$ cat src/design/ppu_pkg.sv
package ppu_pkg;

// ------------------------------------------------------------
// Bus geometry

// Byte address width shared by the RAM, the master and both requesters
localparam int W_ADDR = 12;
// The steering logic in the bus master assumes a 32-bit data bus
localparam int W_DATA = 32;
// Requester 0 is the line fetcher and wins over requester 1, the host reader
localparam int N_REQ = 2;

// ------------------------------------------------------------
// Picture and timing geometry

localparam int LINE_WORDS = 8;
localparam int N_LINES = 4;
localparam int LINE_CYCLES = 64;
// Extra cycles that the video RAM adds to every data phase
localparam int VRAM_WAIT = 1;

// ------------------------------------------------------------
// Types

typedef logic [W_ADDR-1:0] addr_t;
typedef logic [W_DATA-1:0] data_t;
// Same encoding as the low two bits of hsize: 0 byte, 1 halfword, 2 word
typedef logic [1:0] size_t;
typedef logic [$clog2(N_LINES)-1:0] line_t;

// Line fetcher FSM
// IDLE waits for a line start, REQ holds a bus request, PUSH offers one word
typedef enum logic [1:0] {
	IDLE,
	REQ,
	PUSH
} fetch_state_t;

endpackage

$ cat src/design/ppu_host_reader.sv
`timescale 1ns/1ps

module ppu_host_reader (
	input  logic           clk,
	input  logic           rst_n,

	// Host request and response streams
	input  logic           rd_req_valid,
	output logic           rd_req_ready,
	input  ppu_pkg::addr_t rd_addr,
	input  ppu_pkg::size_t rd_size,
	output logic           rd_resp_valid,
	input  logic           rd_resp_ready,
	output ppu_pkg::data_t rd_resp_data,

	// Bus requester side
	output logic           req_vld,
	output ppu_pkg::addr_t req_addr,
	output ppu_pkg::size_t req_size,
	input  logic           req_rdy,
	input  ppu_pkg::data_t req_data
);

ppu_pkg::data_t masked;

// One read at a time, from request through response
assign rd_req_ready = !req_vld && !rd_resp_valid;

// Zero everything above the requested size
always_comb begin
	case (req_size)
	2'd0:    masked = ppu_pkg::data_t'(req_data[7:0]);
	2'd1:    masked = ppu_pkg::data_t'(req_data[15:0]);
	default: masked = req_data;
	endcase
end

always_ff @(posedge clk or negedge rst_n) begin
	if (!rst_n) begin
		req_vld <= 1'b0;
		rd_resp_valid <= 1'b0;
	end else begin
		if (rd_req_valid && rd_req_ready)
			req_vld <= 1'b1;
		else if (req_rdy)
			req_vld <= 1'b0;
		if (req_vld && req_rdy)
			rd_resp_valid <= 1'b1;
		else if (rd_resp_ready)
			rd_resp_valid <= 1'b0;
	end
end

always_ff @(posedge clk) begin
	if (rd_req_valid && rd_req_ready) begin
		req_addr <= rd_addr;
		req_size <= rd_size;
	end
	if (req_vld && req_rdy)
		rd_resp_data <= masked;
end

endmodule

$ cat config.mk
export PLATFORM = sky130hd
export DESIGN_NAME = ppu_host_reader
export DESIGN_NICKNAME = d
export VERILOG_FILES = /design/src/design/ppu_pkg.sv /design/src/design/ppu_host_reader.sv
export SDC_FILE = /design/constraint.sdc
export NUM_CORES = 1
export LEC_CHECK = 0
export ABC_AREA = 1
export BUFFER_PORTS_ARGS = -buffer_cell sky130_fd_sc_hd__buf_2
export CAP_MARGIN = 0
export CORE_MARGIN = 2
export CORE_UTILIZATION = 44
export CTS_BUF_LIST = sky130_fd_sc_hd__clkbuf_4
export CTS_CLUSTER_SIZE = 24
export DETAILED_ROUTE_END_ITERATION = 10
export PLACE_DENSITY = 0.81
export SYNTH_ARGS = -nofsm -noshare
export SYNTH_HDL_FRONTEND = slang
export SYNTH_SLANG_ARGS = --single-unit
$ cat constraint.sdc
create_clock -name clk -period 1.8 [get_ports clk]
set_input_delay 0.27 -clock clk [delete_from_list [all_inputs] [get_ports clk]]
set_output_delay 0.27 -clock clk [all_outputs]
set_load 0.03 [all_outputs]
-- Word level (Yosys, flattened, before mapping)
Index checks and enable logic that the tools add are counted.
- equality and inequality tests: 1
- mux-type cells: 5
- reduce and logical (&&, ||, !) cells: 8
- operator list (operator ; count):
    32-bit one-hot mux with 2 select lines ; 1
    1-bit 2-to-1 mux ; 4
    2-bit nonzero test ; 2
    1-bit logical AND ; 3
    2-bit by 1-bit == test with 1-bit output (second input constant) ; 1
    1-bit zero test ; 2
    2-bit zero test ; 1
- register bits after elaboration: 48
- bits of input ports: 51
- output and inout bits: 49
- word-level logic and storage cells: 19

-- Logic depth before layout (Yosys ltp)
- word-level depth: 4
- mapped depth: 4
- gate-level depth less buffers: 3

-- Least setup slack after synthesis
OpenSTA, ideal clock, no wires.
- path type: register -> register
- start: register req_vld
- end: register req_addr[0], enable pin
- setup time: 0.354 ns
- arrival time: 1.439 ns
- data required time: 1.446 ns
- path slack: 0.007 ns
- stages on the path, launching flop included: 4
- buffers on the path: 0
- period minus slack after synthesis: 1.793 ns
- path through: dfrtp_1 nor2_1 nand2_1 inv_1
- word-level cells in the longest chain between the ends: 3
- ends and longest elaborated chain (item ; line ; text):
    start: declaration ; ppu_host_reader.sv:17 ; output logic req_vld,
    start signal: assignment ; ppu_host_reader.sv:40 ; req_vld <= 1'b0;
    start signal: assignment ; ppu_host_reader.sv:44 ; req_vld <= 1'b1;
    start signal: assignment ; ppu_host_reader.sv:46 ; req_vld <= 1'b0;
    1-bit zero test ; ppu_host_reader.sv:27 ; assign rd_req_ready = !req_vld && !rd_resp_valid;
    1-bit logical AND ; ppu_host_reader.sv:27 ;
    net rd_req_ready ; ppu_host_reader.sv:9 ; output logic rd_req_ready,
    1-bit logical AND ; ppu_host_reader.sv:55 ; if (rd_req_valid && rd_req_ready) begin
    end signal: assignment ; ppu_host_reader.sv:56 ; req_addr <= rd_addr;
    end: declaration ; ppu_host_reader.sv:18 ; output ppu_pkg::addr_t req_addr,
The timed path passes the listed nets, and every way through them passes these cells.
A chain may end at the register's enable or synchronous reset.

-- Worst setup path after layout
- start: register rd_resp_valid
- end: output port rd_req_ready
- word-level cells in the longest chain between the ends: 2
- ends and longest elaborated chain (item ; line ; text):
    start: declaration ; ppu_host_reader.sv:12 ; output logic rd_resp_valid,
    start signal: assignment ; ppu_host_reader.sv:41 ; rd_resp_valid <= 1'b0;
    start signal: assignment ; ppu_host_reader.sv:48 ; rd_resp_valid <= 1'b1;
    start signal: assignment ; ppu_host_reader.sv:50 ; rd_resp_valid <= 1'b0;
    1-bit zero test ; ppu_host_reader.sv:27 ;
    1-bit logical AND ; ppu_host_reader.sv:27 ;
    end: declaration ; ppu_host_reader.sv:9 ;
No other way between the ends.

==> results.yml <==
floorplan:
  start_util_pct: 46.20
  ios: 100
  coreArea_um2: 3689
  die_area_um2: 4387
  dieWidth_um: 66.24
  rows: 22
  dieHeight_um: 66.24
finish:
  fill_cells: 321
  drive_above_1_share_pct: 50.69
  nets: 267
  insertedDiodeCount: 0
  synthToLayoutAreaGrowth_pct: 36.93
  fin_util_pct: 63.26
  final_cell_area_um2: 2333
clock_network:
  cts_tree: "built"
  clkSinkCount: 48
  path_clk_slew_ps: 130
  cts-resized-gates: 0
  cts_buffer_depth: 2
  clock_latency_ps: 360
  ctsHtreeMaxLevel: 2
  cts-root-buf: "clkbuf_4"
  cts-buffers-inserted: 5
timing:
  grt_setup_unrepaired: "false"
  fmax_ghz: 0.7087
  clock-skew-final_ps: 7.038
  fin_crit_ps: 1411
  final.setup.worst_slack_ps: 388.9
  min_period_over_period_pct: 78.40
  holdWs_ps: 72.29
  final_max_slew_viol_count: 0
  tightest_slew_ps: 480.9
  slew_headroom_pct: 67.90
  hold_viol: 0
  tns_ps: 0
  setup_viol: 0
critical_path:
  crit_type: "flip-flop to primary output"
  cp-end-kind: "primary output"
  max_stage_delay_ps: 410
  cp_slowest_cell: "dfrtp_1"
  startpoint_type: "flip-flop"
  crit_fanout: 3
  crit_buf_inv: 1
  critPathTopFamily: "flip-flops"
  cp_cell_sequence: "nor2_1, buf_2"
  cp.required_ps: 1530
  critPathArrivalTime_ps: 1140
  r2r_slack_ps: 440
  rr_worst_depth: 3
  r2r_end: "req_size[0]"
  r2r_start: "rd_resp_valid"
route:
  wire_per_inst_um: 11.29
  drc: 0
  wirelength_um: 2992
  vias: 1111
  final_antenna_net_count: 0
  viasPerCell: 4.192
  dr.pass1.iters: 4
  drtIter0Drc: 64
synthesis:
  ys_ff_latch: 48
  syn-cell-area_um2: 1704
  ys_types: 10
  yosysWarnings: 0
  yosysTopAreaCellShare_pct: 81.06
  avgSynthCellArea_um2: 15.63
  synth_largest_area_cell: "edfxtp_1"
  ys_seq_area_share_pct: 83.99
  syn-num-nets: 160
  synth.area.top_cells: "edfxtp_1, inv_1, nand2_1"
  syn_inst: 109
power:
  power_density_nw_per_um2: 1140
  p_leak_nw: 1.175
  ir_drop_uv: 1007
placement:
  io_buffers: 99
  dpl_cell_area_um2: 2236
  gp_congestion: 0.7119
  post-place-ws_ps: 424.1
  dpl.hpwl_um: 2281
grt:
  grt_pass1_wl_um: 4512
  grt_antenna_before_repair: 0
  grt_max_degree: 33
  grt_overflow_total: 0
  grt_pass1_vias: 1098
  grtUsageTotal_pct: 14.95
worst_hold_path:
  hold_start: "rd_addr[11]"
  min_to: "req_addr[11]"
  holdPathStages: 1
  holdCritPathClass: "primary input to flip-flop"
status:
  status: "finished clean"
job:
  maxCapViolCount: 0
-- registers in the layout, indices dropped and copies added, names as in the netlist --
name and cells:
req_size 2, rd_resp_data 32, rd_resp_valid 1, req_addr 12, req_vld 1
-- stage by stage --
stage | cells | power [mW]
4_1_cts | 265 | 2.692
2_1_floorplan | 109 | 1.882
5_1_grt | 265 | 2.800
3_3_place_gp | 255 | 2.060
3_5_place_dp | 255 | 2.073
6_report | 265 | 2.660
-- Yosys cell counts --
| cell | n |
|---|---|
| nand2_1 | 19 |
| nor2_8 | 1 |
| buf_6 | 1 |
| o21ai_0 | 1 |
| buf_12 | 1 |
| nor2_1 | 9 |
| inv_1 | 28 |
| edfxtp_1 | 46 |
| nand2_2 | 1 |
| dfrtp_1 | 2 |
-- per-layer routing --
metal / routed length (um) / share of wire [%] / vias up / GRT usage, %
li1: - / - / 559 / -
met3: 471 / 16 / 8 / 9.029
met1: 1014 / 34 / 475 / 13.29
met4: 80 / 2.7 / 0 / 9.949
met5: 0 / 0 / - / 0
met2: 1425 / 48 / 69 / 24.88
-- cells by family (layout without fill, tap and decap cells) --
kind of cell,count (synthesis),after routing,share of synthesized area [%]
buf+inv,30,138,8.003
simple gates,30,30,7.709
flops,48,48,83.99
compound gates,1,1,0.2934
-- power breakdown --
group	internal (mW)	switching, mW	leakage [nW]	total, mW
clock network	0.290	0.326	0.0428	0.617
logic	0.160	0.448	0.676	0.609
registers	1.40	0.0371	0.457	1.43
-- worst max-delay path by stage --
stage	cells after the start	endpoint	startpoint	slack (ps)
CTS	2	rd_req_ready	rd_resp_valid	370
detailed placement	1	req_size[1]	req_size[1]	420
global placement	1	req_size[1]	req_size[1]	440
global route	2	rd_req_ready	rd_resp_valid	310
finish	2	rd_req_ready	rd_resp_valid	390
floorplan	3	req_addr[0]	req_vld	7
-- worst reg2reg max path, stage by stage (launching register included) --
cell	delay [ps]
dfrtp_1	410
nor2_1	150
nand2_1	90
inv_1	370
-- layout make-up --
cell class / count / area [um2] / area share [%]
Multi-Input combinational cell: 31 / 136.4 / 5.845
Sequential cell: 48 / 1431 / 61.34
Inverter: 28 / 105.1 / 4.504
Clock buffer: 5 / 37.54 / 1.609
Clock inverter: 3 / 42.54 / 1.823
Timing Repair Buffer: 102 / 520.5 / 22.31
Tap cell: 48 / 60.06 / 2.574
-- what timing repair did --
action	in CTS	in global routing
hold endpoints to repair	2	0
setup buffers	1	0
setup endpoints to repair	1	0
hold buffers	1	0
-- cells in the final DEF, fill, tap and decap left out, drive strengths merged --
cell type,instances
dfrtp,2
bufinv,1
dlygate4sd3,1
inv,28
nand2,20
nor2,10
clkbuf,5
o21ai,1
clkinv,2
edfxtp,46
buf,101
Note: power is estimated with default switching activity, not from simulation.
