**src/design/ppu_pkg.sv**
```systemverilog
package ppu_pkg;

// ------------------------------------------------------------
// Bus geometry

// Byte address width shared by the RAM, the master and both requesters
localparam int W_ADDR = 12;
// The steering logic in the bus master assumes a 32-bit data bus
localparam int W_DATA = 32;
// Requester 0 is the line fetcher and wins over requester 1, the host reader
localparam int N_REQ = 2;

// ------------------------------------------------------------
// Picture and timing geometry

localparam int LINE_WORDS = 8;
localparam int N_LINES = 4;
localparam int LINE_CYCLES = 64;
// Extra cycles that the video RAM adds to every data phase
localparam int VRAM_WAIT = 1;

// ------------------------------------------------------------
// Types

typedef logic [W_ADDR-1:0] addr_t;
typedef logic [W_DATA-1:0] data_t;
// Same encoding as the low two bits of hsize: 0 byte, 1 halfword, 2 word
typedef logic [1:0] size_t;
typedef logic [$clog2(N_LINES)-1:0] line_t;

// Line fetcher FSM
// IDLE waits for a line start, REQ holds a bus request, PUSH offers one word
typedef enum logic [1:0] {
	IDLE,
	REQ,
	PUSH
} fetch_state_t;

endpackage

```
**src/design/ppu_busmaster.sv**
```systemverilog
`timescale 1ns/1ps

module ppu_busmaster (
	input  logic                                  clk,
	input  logic                                  rst_n,

	// A request stays valid, with address and size held, until rdy is seen
	input  logic [ppu_pkg::N_REQ-1:0]             req_vld,
	input  ppu_pkg::addr_t [ppu_pkg::N_REQ-1:0]   req_addr,
	input  ppu_pkg::size_t [ppu_pkg::N_REQ-1:0]   req_size,
	output logic [ppu_pkg::N_REQ-1:0]             req_rdy,
	output ppu_pkg::data_t                        req_data,

	// AHB-lite master port
	output ppu_pkg::addr_t                        haddr,
	output logic                                  hwrite,
	output logic [1:0]                            htrans,
	output logic [2:0]                            hsize,
	output logic [2:0]                            hburst,
	output logic [3:0]                            hprot,
	output logic                                  hmastlock,
	output ppu_pkg::data_t                        hwdata,
	input  logic                                  hready,
	input  logic                                  hresp,
	input  ppu_pkg::data_t                        hrdata
);

localparam logic [1:0] HTRANS_IDLE = 2'b00;
localparam logic [1:0] HTRANS_NONSEQ = 2'b10;
localparam ppu_pkg::size_t SIZE_BYTE = 2'd0;
localparam ppu_pkg::size_t SIZE_HALF = 2'd1;

// Read-only master, single non-locked data accesses
assign hwrite = 1'b0;
assign hburst = 3'b000;
assign hprot = 4'b0011;
assign hmastlock = 1'b0;
assign hwdata = '0;

// ------------------------------------------------------------
// Arbitration

logic [ppu_pkg::N_REQ-1:0] eligible;
logic [ppu_pkg::N_REQ-1:0] grant_comb;
logic [ppu_pkg::N_REQ-1:0] grant_aph_reg;
logic [ppu_pkg::N_REQ-1:0] grant_aph;
logic [ppu_pkg::N_REQ-1:0] grant_dph;
logic                      use_buf;

// A requester whose data phase is still open keeps vld high until rdy,
// so it is kept out of the pick to avoid issuing its transfer twice
assign eligible = req_vld & ~grant_dph;
// Lowest set bit wins
assign grant_comb = eligible & ~(eligible - 1'b1);

// A stalled address phase keeps its grant from the register
assign use_buf = |grant_aph_reg;
assign grant_aph = use_buf ? grant_aph_reg : grant_comb;

always_ff @(posedge clk or negedge rst_n) begin
	if (!rst_n) begin
		grant_aph_reg <= '0;
		grant_dph <= '0;
	end else if (hready) begin
		grant_aph_reg <= '0;
		grant_dph <= grant_aph;
	end else begin
		grant_aph_reg <= grant_aph;
	end
end

// ------------------------------------------------------------
// Address phase

ppu_pkg::addr_t mux_addr;
ppu_pkg::size_t mux_size;
ppu_pkg::addr_t aph_addr;
ppu_pkg::size_t aph_size;

// One-hot select of the granted requester's attributes
always_comb begin
	mux_addr = '0;
	mux_size = '0;
	for (int i = 0; i < ppu_pkg::N_REQ; i++) begin
		if (grant_comb[i]) begin
			mux_addr = mux_addr | req_addr[i];
			mux_size = mux_size | req_size[i];
		end
	end
end

// Attributes are captured in the first stalled cycle and replayed after
always_ff @(posedge clk) begin
	if (|grant_comb && !use_buf && !hready) begin
		aph_addr <= mux_addr;
		aph_size <= mux_size;
	end
end

assign haddr = use_buf ? aph_addr : mux_addr;
assign hsize = {1'b0, use_buf ? aph_size : mux_size};
assign htrans = |grant_aph ? HTRANS_NONSEQ : HTRANS_IDLE;

// ------------------------------------------------------------
// Data phase steering

logic [1:0]     dph_lane;
ppu_pkg::size_t dph_size;
logic [7:0]     lane_byte;
logic [15:0]    lane_half;

always_ff @(posedge clk) begin
	if (hready) begin
		dph_lane <= haddr[1:0];
		dph_size <= hsize[1:0];
	end
end

// Bits above the transfer size are left as they come off the bus
always_comb begin
	lane_byte = hrdata[8 * dph_lane +: 8];
	lane_half = dph_lane[1] ? hrdata[31:16] : hrdata[15:0];
	case (dph_size)
	SIZE_BYTE: req_data = {hrdata[31:8], lane_byte};
	SIZE_HALF: req_data = {hrdata[31:16], lane_half};
	default:   req_data = hrdata;
	endcase
end

assign req_rdy = grant_dph & {ppu_pkg::N_REQ{hready}};

// A waiting address phase must not move, whoever asked for it
a_aph_hold: assert property (@(posedge clk) disable iff (!rst_n)
	htrans[1] && !hready |=> htrans[1] && $stable(haddr) && $stable(hsize));

// Neither requester has a way to handle an error, so the slave never sends one
a_no_error: assert property (@(posedge clk) disable iff (!rst_n) !hresp);

endmodule

```
**config.mk**
```make
export PLATFORM = sky130hd
export DESIGN_NAME = ppu_busmaster
export DESIGN_NICKNAME = d
export VERILOG_FILES = /design/src/design/ppu_pkg.sv /design/src/design/ppu_busmaster.sv
export SDC_FILE = /design/constraint.sdc
export NUM_CORES = 1
export LEC_CHECK = 0
export BUFFER_PORTS_ARGS = -buffer_cell sky130_fd_sc_hd__buf_2
export CORE_ASPECT_RATIO = 0.5
export CORE_MARGIN = 5
export CORE_UTILIZATION = 40
export DETAILED_ROUTE_END_ITERATION = 10
export GPL_ROUTABILITY_DRIVEN = 0
export PLACE_DENSITY = 0.81
export RECOVER_POWER = 25
export REMOVE_ABC_BUFFERS = 1
export SLEW_MARGIN = 5
export SYNTH_ARGS = -nofsm -noshare
export SYNTH_HDL_FRONTEND = slang
export SYNTH_SLANG_ARGS = --single-unit
```
**constraint.sdc**
```tcl
create_clock -name clk -period 3 [get_ports clk]
set_input_delay 0.15 -clock clk [delete_from_list [all_inputs] [get_ports clk]]
set_output_delay 0.15 -clock clk [all_outputs]
set_load 0.01 [all_outputs]
```
# ---- After elaboration in Yosys (flattened, before gate mapping)
# Index checks and enable logic that the tools add are counted.
dict set report classes {
  div 0
  order_cmp 0
  bitwise_logic 7
  eq_ne 1
  shift 1
  reduce_logical 8
  mul 0
  n_mux 11
  addsub 1
}
# operator n
set op_table {}
lappend op_table {{$mux 12} 3}
lappend op_table {{$pmux 16 s2} 1}
lappend op_table {{$shiftx 32x6->8} 1}
lappend op_table {{$mux 16} 1}
lappend op_table {{$mux 2} 6}
lappend op_table {{$or 12x12->12} 1}
lappend op_table {{$and 2x2->2} 3}
lappend op_table {{$reduce_or 2->1} 3}
lappend op_table {{$not 2->2} 2}
lappend op_table {{$eq 2x1->1 const B} 1}
lappend op_table {{$logic_and 1x1->1} 2}
lappend op_table {{$logic_not 1->1} 2}
lappend op_table {{$logic_not 2->1} 1}
lappend op_table {{$or 2x2->2} 1}
lappend op_table {{$sub 2x1->2 const B} 1}
dict set report word_totals {
  mem_bits_rw 0
  latch_bits 0
  n_memories 0
  output_inout_bits 92
  word_cells 35
  input_bits 66
  regBits 22
  romBits 0
}

# ---- Logic depth before layout (Yosys ltp)
dict set report depth {
  depth_word 9
  depth_mapped 5
  ltp_nobuf 3
}

# ---- Least setup slack after synthesis
# Ideal clock, no wire load.
dict set report synth_timing {
  path_type {register to register}
  from {reg grant_dph[1] (netlist name)}
  to {reg aph_addr[0], enable pin}
  path_stages_with_launch 5
  n_path_buf 1
  arrival_ps 2136
  path_slack_ps 442
  setup_ps 421
  synth_period_minus_slack_ps 2558
  t_required_ps 2579
  cell_sequence {dfrtp_1 nor2b_1 clkbuf_1 nor2_1 nor4_1}
}
dict set report synth_via {
  elab_chain_cells 8
}
# element line_no
set synth_rtl {}
lappend synth_rtl {{start, declared} ppu_busmaster.sv:47} ;# logic [ppu_pkg::N_REQ-1:0] grant_dph;
lappend synth_rtl {{start signal, assigned} ppu_busmaster.sv:66} ;# grant_dph <= grant_aph;
lappend synth_rtl {{$not 2->2 *} ppu_busmaster.sv:52} ;# assign eligible = req_vld & ~grant_dph;
lappend synth_rtl {{$and 2x2->2 *} ppu_busmaster.sv:52}
lappend synth_rtl {{$sub 2x1->2} ppu_busmaster.sv:54} ;# assign grant_comb = eligible & ~(eligible - 1'b1);
lappend synth_rtl {{$not 2->2} ppu_busmaster.sv:54}
lappend synth_rtl {{$and 2x2->2 *} ppu_busmaster.sv:54}
lappend synth_rtl {{$reduce_or 2->1 *} ppu_busmaster.sv:94} ;# if (|grant_comb && !use_buf && !hready) begin
lappend synth_rtl {{$logic_and 1x1->1 * (2 in series)} ppu_busmaster.sv:94}
lappend synth_rtl {{end signal, assigned} ppu_busmaster.sv:95} ;# aph_addr <= mux_addr;
lappend synth_rtl {{end, declared} ppu_busmaster.sv:77} ;# ppu_pkg::addr_t aph_addr;
# Mark *: on every way between the ends. The rest lies on a longest branch, timed or not.
# A chain may end at the register's enable or synchronous reset.

# ---- Worst setup path after layout
dict set report layout_timing {
  from {reg dph_lane[1]}
  to {out req_data[1]}
}
dict set report layout_via {
  elab_chain_cells 2
}
# element line_no
set layout_rtl {}
lappend layout_rtl {{start, declared} ppu_busmaster.sv:107} ;# logic [1:0] dph_lane;
lappend layout_rtl {{start signal, assigned} ppu_busmaster.sv:114} ;# dph_lane <= haddr[1:0];
lappend layout_rtl {{$shiftx 32x6->8 / $mux 16 (equally long branches)} {ppu_busmaster.sv:121, ppu_busmaster.sv:122}}
lappend layout_rtl {{$pmux 16 s2 *} ppu_busmaster.sv:123} ;# case (dph_size)
lappend layout_rtl {{end, declared} ppu_busmaster.sv:12} ;# output ppu_pkg::data_t req_data,
# Marks and branches as above.

==> metrics.txt <==
final worst path period need ~2.3 ns; antenna violations before repair 0; Max Clock Skew 0.00655 ns; mapped cell area between 2000 and 2500 um^2; share of cells above drive strength 1 0.385; final setup vio count 0; via count 1819; IO Port Bufs approximately 110; # diodes 0; Final ANT Viol Nets 0; vias in the first global route 1772; crit start category flop; final worst path period share 0.765; Slew Viols, Final 0; TritonCTS Buffers 3; total die area 6660 um^2; Routed Wire Length between 5 and 6 mm; Mapped Cells 224; Biggest register aph_addr; Layout Nets 381; fill count 490; Remaining Overflow, GRT 0; Global Route Usage Sum 0.153; CTS Buffer Depth 2; H-tree levels 1; die width 111 um; worst skew pair latency 0.26 ns; FP Rows 18; first-pass GRT wire length 8.31 mm; Yosys warning count 0; Arrival @ worst endpoint between 2 and 2.5 ns; clk slew on worst S/H paths 0.08 ns; placed insts between 300 and 400; status completed; Net Switching 0.000409 W; Detailed Place HPWL approximately 4.7 mm; core area a little under 5000 um^2; Worst Path Max Fanout 11; Netlist cell types 29; PD cells 462 nW/um^2; floorplan die height roughly 60 um; CTS Root Cell clkbuf_8; switching share of power 0.371; WL/cell 14.5 um; Seq/Total Area, Yosys 0.317; largest net degree at the start of global routing 21; # IOs 158; postcts setup bufs 0; Internal Power about 0.00069 W; CP Capture Type output pin; combinational fraction of design power 0.457; DR iter-0 viols 95; Relative slew margins 0.509; RSZ-0062 raised after global routing false; Finished Layout Cells approximately 380; Yosys reg bits 22; via/cell ratio roughly 4.7; Post-CTS Hold Buffers 1; drt pass-1 iters 4; Final Hold Vio Count 0; Post-route DRC 0; post-cts sizing count 0; Area Growth Syn to Fin 18.1%; Pleak 1.17 nW; highest clock rate ~0.44 GHz; Initial Utilization 0.412; required time of the critical path 2.85 ns; CTS sink cnt 22; Largest register FFs 12; Syn Area/Cell 9.02 um^2; TritonCTS clock tree done; Setup CP Type reg2out; clock power share 0.164; setup TNS 0 ns; Reg power frac 0.380; worst slew pin tran 0.735 ns; Worst VDD drop 0.232 mV; worst hold path class in2reg; maxcap violations 0
stage by stage:
step / util / worst slack [ns] / total power, W / hold slack (ns) / cell area, um^2
3_5_place_dp: 0.479 / 0.956 / 0.000932 / -0.0368 / 2350
3_3_place_gp: 0.479 / 0.997 / 0.000918 / -0.0449 / 2350
5_1_grt: 0.486 / 0.542 / 0.00118 / 0.178 / 2390
4_1_cts: 0.490 / 0.661 / 0.00111 / 0.175 / 2410
6_report: 0.486 / 0.704 / 0.00110 / 0.181 / 2390
2_1_floorplan: - / 0.120 / 0.000709 / -0.146 / 1660
cells in the mapped netlist (all sizes together):
cell     n  area share
a222oi   1      0.0050
clkbuf   9       0.017
nand3   14       0.035
dfrtp    4       0.050
nor2    20       0.037
edfxtp  18        0.27
nand2   30       0.059
mux2     8       0.045
buf     64        0.24
and2     2      0.0062
nor4b    1      0.0043
conb     2      0.0037
o22a    14       0.061
nand2b   2      0.0062
inv      2      0.0037
or2      1      0.0031
and2b    1      0.0043
nor4     1      0.0031
o21a     1      0.0037
o31ai    1      0.0037
nor2b    2      0.0062
a31oi   15       0.046
a21oi    3      0.0074
mux4     7       0.080
mux2i    1      0.0050
final timing paths:
path	start	end	slack, ns	cells after the start
setup reg to reg	grant_aph_reg[1]$_DFF_PN0_	dph_lane[0]$_DFFE_PP_	1.25	4
hold / removal	req_addr[6]	aph_addr[6]$_DFFE_PP_	0.18	3
hold reg to reg	grant_dph[1]$_DFFE_PN0P_	grant_dph[1]$_DFFE_PN0P_	0.57	2
max in group asynchronous	rst_n	grant_aph_reg[0]$_DFF_PN0_	2.56	2
min in group asynchronous	rst_n	grant_dph[1]$_DFFE_PN0P_	0.25	2
setup / recovery	dph_lane[1]$_DFFE_PP_	req_data[1]	0.70	4
logic make-up after synthesis:
| logic type | after synthesis | synth area share |
|---|---|---|
| muxes | 16 | 0.129 |
| AOI/OAI and AO/OA | 35 | 0.127 |
| other | 2 | 0.00372 |
| and+or+nand+nor | 74 | 0.165 |
| buffers and inverters | 75 | 0.258 |
| DFF | 22 | 0.317 |
power groups by stage:
stage                     Combinational [W]  Clock, W  Sequential [W]
final                              0.000504  0.000180        0.000419
after global routing               0.000551  0.000199        0.000426
after CTS                          0.000508  0.000186        0.000420
after detailed placement           0.000506         0        0.000427
after global placement             0.000494         0        0.000424
after floorplan                    0.000296         0        0.000413
per-layer routing:
layer / global-route usage / share of wire / wire, um
met3: 0.0212 / 0.049 / 273
met1: 0.181 / 0.39 / 2190
met5: 0 / 0 / 0
met2: 0.294 / 0.54 / 3030
met4: 0.0474 / 0.014 / 78
worst max-delay path, cell delays in order (launching register included):
cell,delay [ns]
edfxtp_1,0.72
mux4_1,0.64
o22a_1,0.21
o22a_1,0.17
buf_2,0.14
layout make-up:
class / count / area (um^2) / area share
multi-input cells: 168 / 1020 / 0.428
clock inverters: 1 / 3.75 / 0.00157
repair buffers: 118 / 584 / 0.245
well taps: 70 / 87.6 / 0.0367
flip-flops and latches: 22 / 641 / 0.268
clock buffers: 3 / 41.3 / 0.0173
inverters: 2 / 7.51 / 0.00315
cell usage in the layout (no fill, tap or decap), types with 2 or more instances in the layout:
cell      instances
nor2_1           19
clkbuf_1         17
a21oi_1           3
dfrtp_1           4
and2_1            2
buf_4             4
conb_1           43
buf_2            96
clkbuf_8          3
mux4_2            6
nand2_1          29
edfxtp_1         18
mux2_2            8
a31oi_1          15
nor2b_1           2
o22a_1           14
inv_1             2
nand3_1          14
nand2b_1          2
No activity file was read; power rests on OpenSTA's default activity.
