### config.mk
export PLATFORM = sky130hd
export DESIGN_NAME = ppu_beam_counter
export DESIGN_NICKNAME = d
export VERILOG_FILES = /design/src/design/ppu_pkg.sv /design/src/design/ppu_beam_counter.sv
export SDC_FILE = /design/constraint.sdc
export NUM_CORES = 1
export LEC_CHECK = 0
export BUFFER_PORTS_ARGS = -buffer_cell sky130_fd_sc_hd__buf_2
export CORE_AREA = 2 2 39 41
export DETAILED_ROUTE_END_ITERATION = 7
export DIE_AREA = 0 0 41 43
export GPL_TIMING_DRIVEN = 0
export PLACE_DENSITY_LB_ADDON = 0.3
export SETUP_SLACK_MARGIN = 0.3
export SLEW_MARGIN = 25
export SYNTH_ARGS = -nofsm -noshare
export SYNTH_HDL_FRONTEND = slang
export SYNTH_SLANG_ARGS = --single-unit
### constraint.sdc
create_clock -name clk -period 1.4 [get_ports clk]
set_input_delay 0.14 -clock clk [delete_from_list [all_inputs] [get_ports clk]]
set_output_delay 0.14 -clock clk [all_outputs]
set_load 0.02 [all_outputs]
### src/design/ppu_pkg.sv
package ppu_pkg;

// ------------------------------------------------------------
// Bus geometry

// Byte address width shared by the RAM, the master and both requesters
localparam int W_ADDR = 12;
// The steering logic in the bus master assumes a 32-bit data bus
localparam int W_DATA = 32;
// Requester 0 is the line fetcher and wins over requester 1, the host reader
localparam int N_REQ = 2;

// ------------------------------------------------------------
// Picture and timing geometry

localparam int LINE_WORDS = 8;
localparam int N_LINES = 4;
localparam int LINE_CYCLES = 64;
// Extra cycles that the video RAM adds to every data phase
localparam int VRAM_WAIT = 1;

// ------------------------------------------------------------
// Types

typedef logic [W_ADDR-1:0] addr_t;
typedef logic [W_DATA-1:0] data_t;
// Same encoding as the low two bits of hsize: 0 byte, 1 halfword, 2 word
typedef logic [1:0] size_t;
typedef logic [$clog2(N_LINES)-1:0] line_t;

// Line fetcher FSM
// IDLE waits for a line start, REQ holds a bus request, PUSH offers one word
typedef enum logic [1:0] {
	IDLE,
	REQ,
	PUSH
} fetch_state_t;

endpackage

### src/design/ppu_beam_counter.sv
`timescale 1ns/1ps

module ppu_beam_counter (
	input  logic           clk,
	input  logic           rst_n,
	input  logic           run,
	output logic           line_start,
	output ppu_pkg::line_t line_y
);

typedef logic [$clog2(ppu_pkg::LINE_CYCLES)-1:0] cyc_t;

cyc_t cyc;

// Counting freezes while run is low, the beam simply holds its position
always_ff @(posedge clk or negedge rst_n) begin
	if (!rst_n) begin
		cyc <= '0;
		line_y <= '0;
		line_start <= 1'b0;
	end else if (run) begin
		// Pulse registered from cycle 0, so line_y has already stepped
		line_start <= cyc == '0;
		if (cyc == cyc_t'(ppu_pkg::LINE_CYCLES - 1)) begin
			cyc <= '0;
			// Wrap of the frame back to the top line
			if (line_y == ppu_pkg::line_t'(ppu_pkg::N_LINES - 1))
				line_y <= '0;
			else
				line_y <= line_y + 1'b1;
		end else begin
			cyc <= cyc + 1'b1;
		end
	end else begin
		line_start <= 1'b0;
	end
end

endmodule

# Word-level counts from Yosys, hierarchy flattened
# Cells that the tools add are included.
word_totals:
  reg_bits: 9
  input_bits: 3
  output_inout_bits: 3
  wordCells: 12
op_classes:
  n_addsub: 2
  n_eq_ne: 2
  muxes: 3
  n_reduce_logical: 2
ops:
  columns: ["cell", "count"]
  rows:
  - ["6-bit by 1-bit adder with 6-bit output (second input constant)", 1]
  - ["6-bit equality test (second input constant)", 1]
  - ["6-bit logical NOT", 1]
  - ["6-bit 2-to-1 mux", 1]
  - ["2-bit by 1-bit adder with 2-bit output (second input constant)", 1]
  - ["2-bit equality test (second input constant)", 1]
  - ["2-bit 2-to-1 mux", 1]
  - ["2-bit AND reduction", 1]
  - ["1-bit 2-to-1 mux", 1]

# Depth between registers and ports, before layout
# Gate-level depths: netlist of run 1.
depth:
  depth_word: 2
  mapped_depth: 4
  mapped_depth_nobuf: 4

# Worst setup path before layout of run 1
# OpenSTA, ideal clock, no wires.
synth_path:
  kind: "register -> register"
  from: "register cyc[0]"
  to: "register line_y[0]"
  arrival_time_ns: 1.190
  path_slack_ns: 0.086
  stages_incl_launch_ff: 5
  synth_period_minus_slack_ns: 1.314
  path_cell_list: "dfrtp_1 ha_1 nand4_1 nor2_2 mux2_2"
synth_via:
  elab_chain_len: 2
synth_rtl:
  columns: ["element", "line", "text"]
  rows:
  - ["start, declared", "ppu_beam_counter.sv:13", "cyc_t cyc;"]
  - ["start signal, assigned", "ppu_beam_counter.sv:32", "cyc <= cyc + 1'b1;"]
  - ["6-bit equality test", "ppu_beam_counter.sv:24", "if (cyc == cyc_t'(ppu_pkg::LINE_CYCLES - 1)) begin"]
  - ["2-bit AND reduction (no source line)", null, null]
  - ["end signal, assigned", "ppu_beam_counter.sv:30", "line_y <= line_y + 1'b1;"]
  - ["end, declared", "ppu_beam_counter.sv:8", "output ppu_pkg::line_t line_y"]
# Every way passes these cells.
# A chain may end at the register's enable or synchronous reset.

# Worst setup path after layout of run 1
layout_path:
  from: "register cyc[1]"
  to: "register line_y[1]"
# The elaborated chain is that of the path after synthesis.

==> out/metrics.cfg, run 1 <==
[floorplan]
start_util = 0.306
core-area_sq_um = 1380
dieArea_sq_um = 1760
num_io_pins = 6
row_count = 14
die_h_um = 43
die_w_um = 41

[clock_tree]
clk_pin_slew_ns = 0.06
cts_tree = built
clk_latency_ns = 0.26
htree_levels = 1
cts-root-buf = clkbuf_4
cts_buffer_depth = 2
tritoncts.num_buffers = 3
clock-sinks = 9

[sta]
maxSlewViolCount = 0
min_period_over_period = 0.937
rsz0062_at_grt = yes
fmax_mhz = 762
final.min_clock_period_ns = 1.31
fin_hold_ws_ns = 0.164
worst_pin_slew_ns = 0.256
setup_ws_ns = 0.0880
hold_violations = 0
finalClockSkew_ns = 0.00403
finalSetupViolCount = 0
slew_headroom = 0.828

[yosys]
synth_xor_area_frac = 0.0621
synth-simple-area-share = 0.180
synth-compound-area-share = 0.0651
synthMuxAreaShare = 0.0533
syn_avg_cell_area_sq_um = 11.1
ys.warnings.count = 0
syn-instance-count = 38
yosysUniqueCellTypes = 18
synth_seq_cells = 9
synth_nets = 44
netlist_area_sq_um = 423
seq_area_frac_synth = 0.533
synth_fa_ha_area_frac = 0.0888
synth_top_family_by_area = simple AND/OR/NAND/NOR gates

[route]
ant_nets = 0
num_vias = 334
viasPerCell = 4.51
wire_per_inst_um = 11.6
dr.first_iter.drc_count = 4
dr.pass1.iters = 2
routed_wl_um = 859
drc = 0

[final_layout]
fillers = 128
antenna_cells_inserted = 0
final_cell_mix = 9 x dfrtp_1, 7 x buf_4, 5 x buf_2
final_cells = 74
area_growth_pct = 52.1
drive_gt1_frac = 0.552
layout.nets = 65
final_common_cell = dfrtp_1

[run]
cap_violations = 0

[placement]
hpwl_um = 453
numPlacedInstances = 59
portBuffers = 5
place_ws_ns = -0.0260
place_congestion = 0.637

[global_route]
grt_pass1_vias = 308
grt_pass1_wl_mm = 1.21
grt_usage = 0.109
grt_start_max_net_pins = 10
antenna_found_initial = 0
grt-ovfl-total = 0

[critical_path]
critPathCaptureType = register
cp_data_arrival_time_ns = 1.46
cp_slowest_cell = dfrtp_1
cp-start-kind = register
path_max_fanout = 3
required_ns = 1.54
cp_cell_sequence = ha_2, nand4_1, nor2_4, mux2_4
slowest_delay_ns = 0.35
path_class = reg2reg

[power]
ir_worst_vdd_mv = 0.542
p_leak_nw = 0.300
powerDensity_nw_per_um2 = 1530
p_total_w = 0.000983

[status]
status = completed

[worst_hold_path]
hold_path_class = in2reg

metrics by stage:
| step | setup TNS (ns) | area (sq um) | util |
|---|---|---|---|
| after CTS | 0 | 542 | 0.392 |
| after detailed placement | -0.0500 | 468 | 0.338 |
| after global placement | -0.0287 | 468 | 0.338 |
| after floorplan | 0 | 423 | - |
| final | 0 | 643 | 0.465 |
| after global routing | 0 | 643 | 0.465 |
sequential cells by signal (all words and copies together), names as in the netlist:
name / cells
cyc: 6
line_y: 2
line_start: 1
cells by family after synthesis:
group                      count (synthesis)
and+or+nand+nor                           14
DFF                                        9
muxes                                      2
buffers and inverters                      2
xor gates and xnor gates                   3
adders and majority gates                  3
AOI/OAI and AO/OA                          5
critical path, delay by kind of cell (launching register included):
kind | cells | cell delay [ns]
adders and majority gates | 1 | 0.18
DFF | 1 | 0.35
muxes | 1 | 0.31
and+or+nand+nor | 2 | 0.36
area by class of cell:
type	instances	area [sq um]	share of cell area
Timing Repair Buffer	16	121	0.189
Clock buffer	4	26.3	0.0409
Multi-Input combinational cell	27	238	0.370
Tap cell	16	20.0	0.0311
Sequential cell	9	225	0.350
Inverter	2	12.5	0.0195
timing repair:
action                                  CTS  global route
hold buffers                              1             0
hold endpoints to repair                  9             0
endpoints found under the setup margin    4             6
pin swaps                                 4             2
gates resized for setup                   4            15
setup buffers                             3             7
report_power, final:
part	switching [W]	internal, W	total, W	leakage, nW
Combinational	0.000152	0.000202	0.000355	0.170
Sequential	0.0000971	0.000335	0.000432	0.116
Clock	0.0000867	0.000110	0.000196	0.0150
Total	0.000336	0.000647	0.000983	0.300
synthesized netlist by cell type, drive strengths merged:
| cell | instances | area, sq um |
|---|---|---|
| a21oi | 1 | 5.00 |
| and3 | 1 | 7.51 |
| dfrtp | 9 | 225 |
| ha | 3 | 37.5 |
| inv | 2 | 7.51 |
| mux2 | 2 | 22.5 |
| nand2 | 5 | 18.8 |
| nand3 | 1 | 5.00 |
| nand4 | 2 | 18.8 |
| nor2 | 3 | 13.8 |
| nor4 | 1 | 6.26 |
| o211ai | 1 | 7.51 |
| o21ai | 3 | 15.0 |
| or3 | 1 | 6.26 |
| xnor2 | 2 | 17.5 |
| xor2 | 1 | 8.76 |
path summary, 6_finish.rpt:
| kind | from | depth (start not counted) | end | slack [ns] |
|---|---|---|---|---|
| worst min register to register | line_y[1] | 1 | line_y[1] | 0.54 |
| worst min-delay path | run | 2 | cyc[1] | 0.16 |
| max in group asynchronous | rst_n | 2 | cyc[3] | 0.96 |
| worst max-delay path | cyc[1] | 4 | line_y[1] | 0.09 |
| worst max register to register | cyc[1] | 4 | line_y[1] | 0.09 |
| min in group asynchronous | rst_n | 2 | cyc[5] | 0.25 |
per-layer routing:
| layer | GRT usage | up-vias | share of wire |
|---|---|---|---|
| met1 | 0.120 | 154 | 0.48 |
| met2 | 0.147 | 6 | 0.47 |
| li1 | - | 172 | - |
| met5 | 0 | - | 0 |
| met4 | 0.100 | 0 | 0.016 |
| met3 | 0.0471 | 2 | 0.029 |
No activity file was read; power rests on OpenSTA's default activity.
==> run 2: changes to the inputs <==
--- a/config.mk
+++ b/config.mk
@@ -11,7 +11,7 @@
 export DIE_AREA = 0 0 41 43
 export GPL_TIMING_DRIVEN = 0
 export PLACE_DENSITY_LB_ADDON = 0.3
-export SETUP_SLACK_MARGIN = 0.3
+export SETUP_SLACK_MARGIN = 0.15
 export SLEW_MARGIN = 25
 export SYNTH_ARGS = -nofsm -noshare
 export SYNTH_HDL_FRONTEND = slang
==> constraint.sdc (replaced) <==
create_clock -name clk -period 1.4 [get_ports clk]
set_input_delay 0.21 -clock clk [delete_from_list [all_inputs] [get_ports clk]]
set_output_delay 0.21 -clock clk [all_outputs]
set_load 0.02 [all_outputs]
==> out/metrics.cfg, run 2 (synthesis gave the netlist of run 1 again) <==
[sta]
maxSlewViolCount = 0
finalSetupViolCount = 0
worst_pin_slew_ns = 0.272
final.min_clock_period_ns = 1.33
slew_headroom = 0.817
min_period_over_period = 0.947
hold_violations = 0
rsz0062_at_grt = yes
fmax_mhz = 754
finalClockSkew_ns = 0.000167

[placement]
portBuffers = 5
place_congestion = 0.637
hpwl_um = 453

[critical_path]
r2r_slack_ns = 0.07
path_class = reg2reg
cp_data_arrival_time_ns = 1.47
critPathCaptureType = register
reg2reg_depth = 4
crit_path_start = cyc[1]
path_max_fanout = 3
required_ns = 1.54
cp-start-kind = register
r2r_start = cyc[1]
r2r-end = line_y[1]

[floorplan]
core-area_sq_um = 1380
num_io_pins = 6
row_count = 14
die_w_um = 41
start_util = 0.306
die_h_um = 43
dieArea_sq_um = 1760

[route]
dr.pass1.iters = 4
drc = 0
ant_nets = 0
routed_wl_um = 829
num_vias = 339
wire_per_inst_um = 11.7
viasPerCell = 4.77
dr.first_iter.drc_count = 13

[global_route]
grt-ovfl-total = 0
busiest_layer = met2
use_met3 = 0.0471
grt_start_max_net_pins = 10
grt_pass1_vias = 308
grt_usage = 0.109
grtUsageMet2 = 0.147
grt_pass1_wl_mm = 1.21
antenna_found_initial = 0
grt_util_met1 = 0.120

[clock_tree]
tritoncts.num_buffers = 3
cts_tree = built
htree_levels = 1
clock-sinks = 9
cts-root-buf = clkbuf_4
clk_pin_slew_ns = 0.06
clk_latency_ns = 0.26
cts_buffer_depth = 2

[run]
cap_violations = 0

[power]
ir_worst_vdd_mv = 0.427
powerDensity_nw_per_um2 = 1490
p_leak_nw = 0.281
p_total_w = 0.000866

[status]
status = completed

[final_layout]
layout.nets = 62
antenna_cells_inserted = 0
final_common_cell = dfrtp_1
top_register = cyc
largest_reg_flops = 6
drive_gt1_frac = 0.418
reg.largest.list = cyc: 6 flops, line_y: 2 flops, line_start: 1 flops
area_growth_pct = 37.3
final_cell_mix = 9 x dfrtp_1, 7 x buf_4, 5 x nand2_1, 5 x buf_2
postLayoutCoreUtil = 0.420
fillers = 128

[worst_hold_path]
whs_endpoint = cyc[1]
holdPathStages = 2
holdCritStartpoint = run
hold_path_class = in2reg

## run 2: cell count changes in the layout (fill, tap and decap cells not counted)
cell / change
buf_6: -3
ha_1: +1
ha_4: -1
inv_1: +2
inv_4: -2
nand2_1: +1
nand2_2: -1
nand3_1: +1
nand3_2: -1
o21ai_0: +2
o21ai_1: -1
o21ai_2: -1
## run 2: timing repair
item	CTS	global route
setup endpoints to repair	2	3
pin swaps	2	2
endpoints found under the hold margin	9	0
buffers inserted	3	4
gates resized for setup	4	2
hold buffers	1	0
## run 2: routing by layer
layer	up-vias	share of wire
li1	165	-
met1	162	0.44
met2	10	0.51
met3	2	0.037
met4	0	0.021
met5	-	0
## run 2: how the worst max path moves through the flow
stage | endpoint | cells past startpoint
after detailed placement | line_y[0] | 4
after global routing | line_y[0] | 4
after global placement | line_y[1] | 4
final | line_y[1] | 4
after floorplan | line_y[0] | 4
after CTS | line_y[1] | 4
## run 2: power breakdown
| part | internal [W] | leakage, nW | switching (W) |
|---|---|---|---|
| logic | 0.000127 | 0.151 | 0.000107 |
| registers | 0.000335 | 0.116 | 0.0000959 |
| clock network | 0.000110 | 0.0150 | 0.0000907 |
## run 2: critical path, stage by stage, from the launching register on
cell and delay, ns:
dfrtp_1 0.36, ha_2 0.18, nand4_1 0.17, nor2_4 0.19, mux2_4 0.31
## run 2: area by class of cell
class                      count  area, sq um  share of cell area
clock buffer                   4         26.3              0.0453
multi-input combinational     27          214               0.369
inverter                       2         7.51              0.0129
sequential                     9          225               0.388
timing repair buffer          13         87.6               0.151
tap                           16         20.0              0.0345
## run 2: stage by stage
step / cell area (sq um) / setup WS (ns) / hold WS [ns] / instances / TNS [ns]
after floorplan: 423 / 0.0855 / -0.0856 / 38 / 0
after detailed placement: 468 / -0.0260 / 0.0746 / 59 / -0.0500
after CTS: 542 / 0.0291 / 0.235 / 67 / 0
final: 581 / 0.0736 / 0.249 / 71 / 0
after global routing: 581 / 0.0185 / 0.256 / 71 / 0
after global placement: 468 / -0.0149 / 0.0723 / 59 / -0.0287
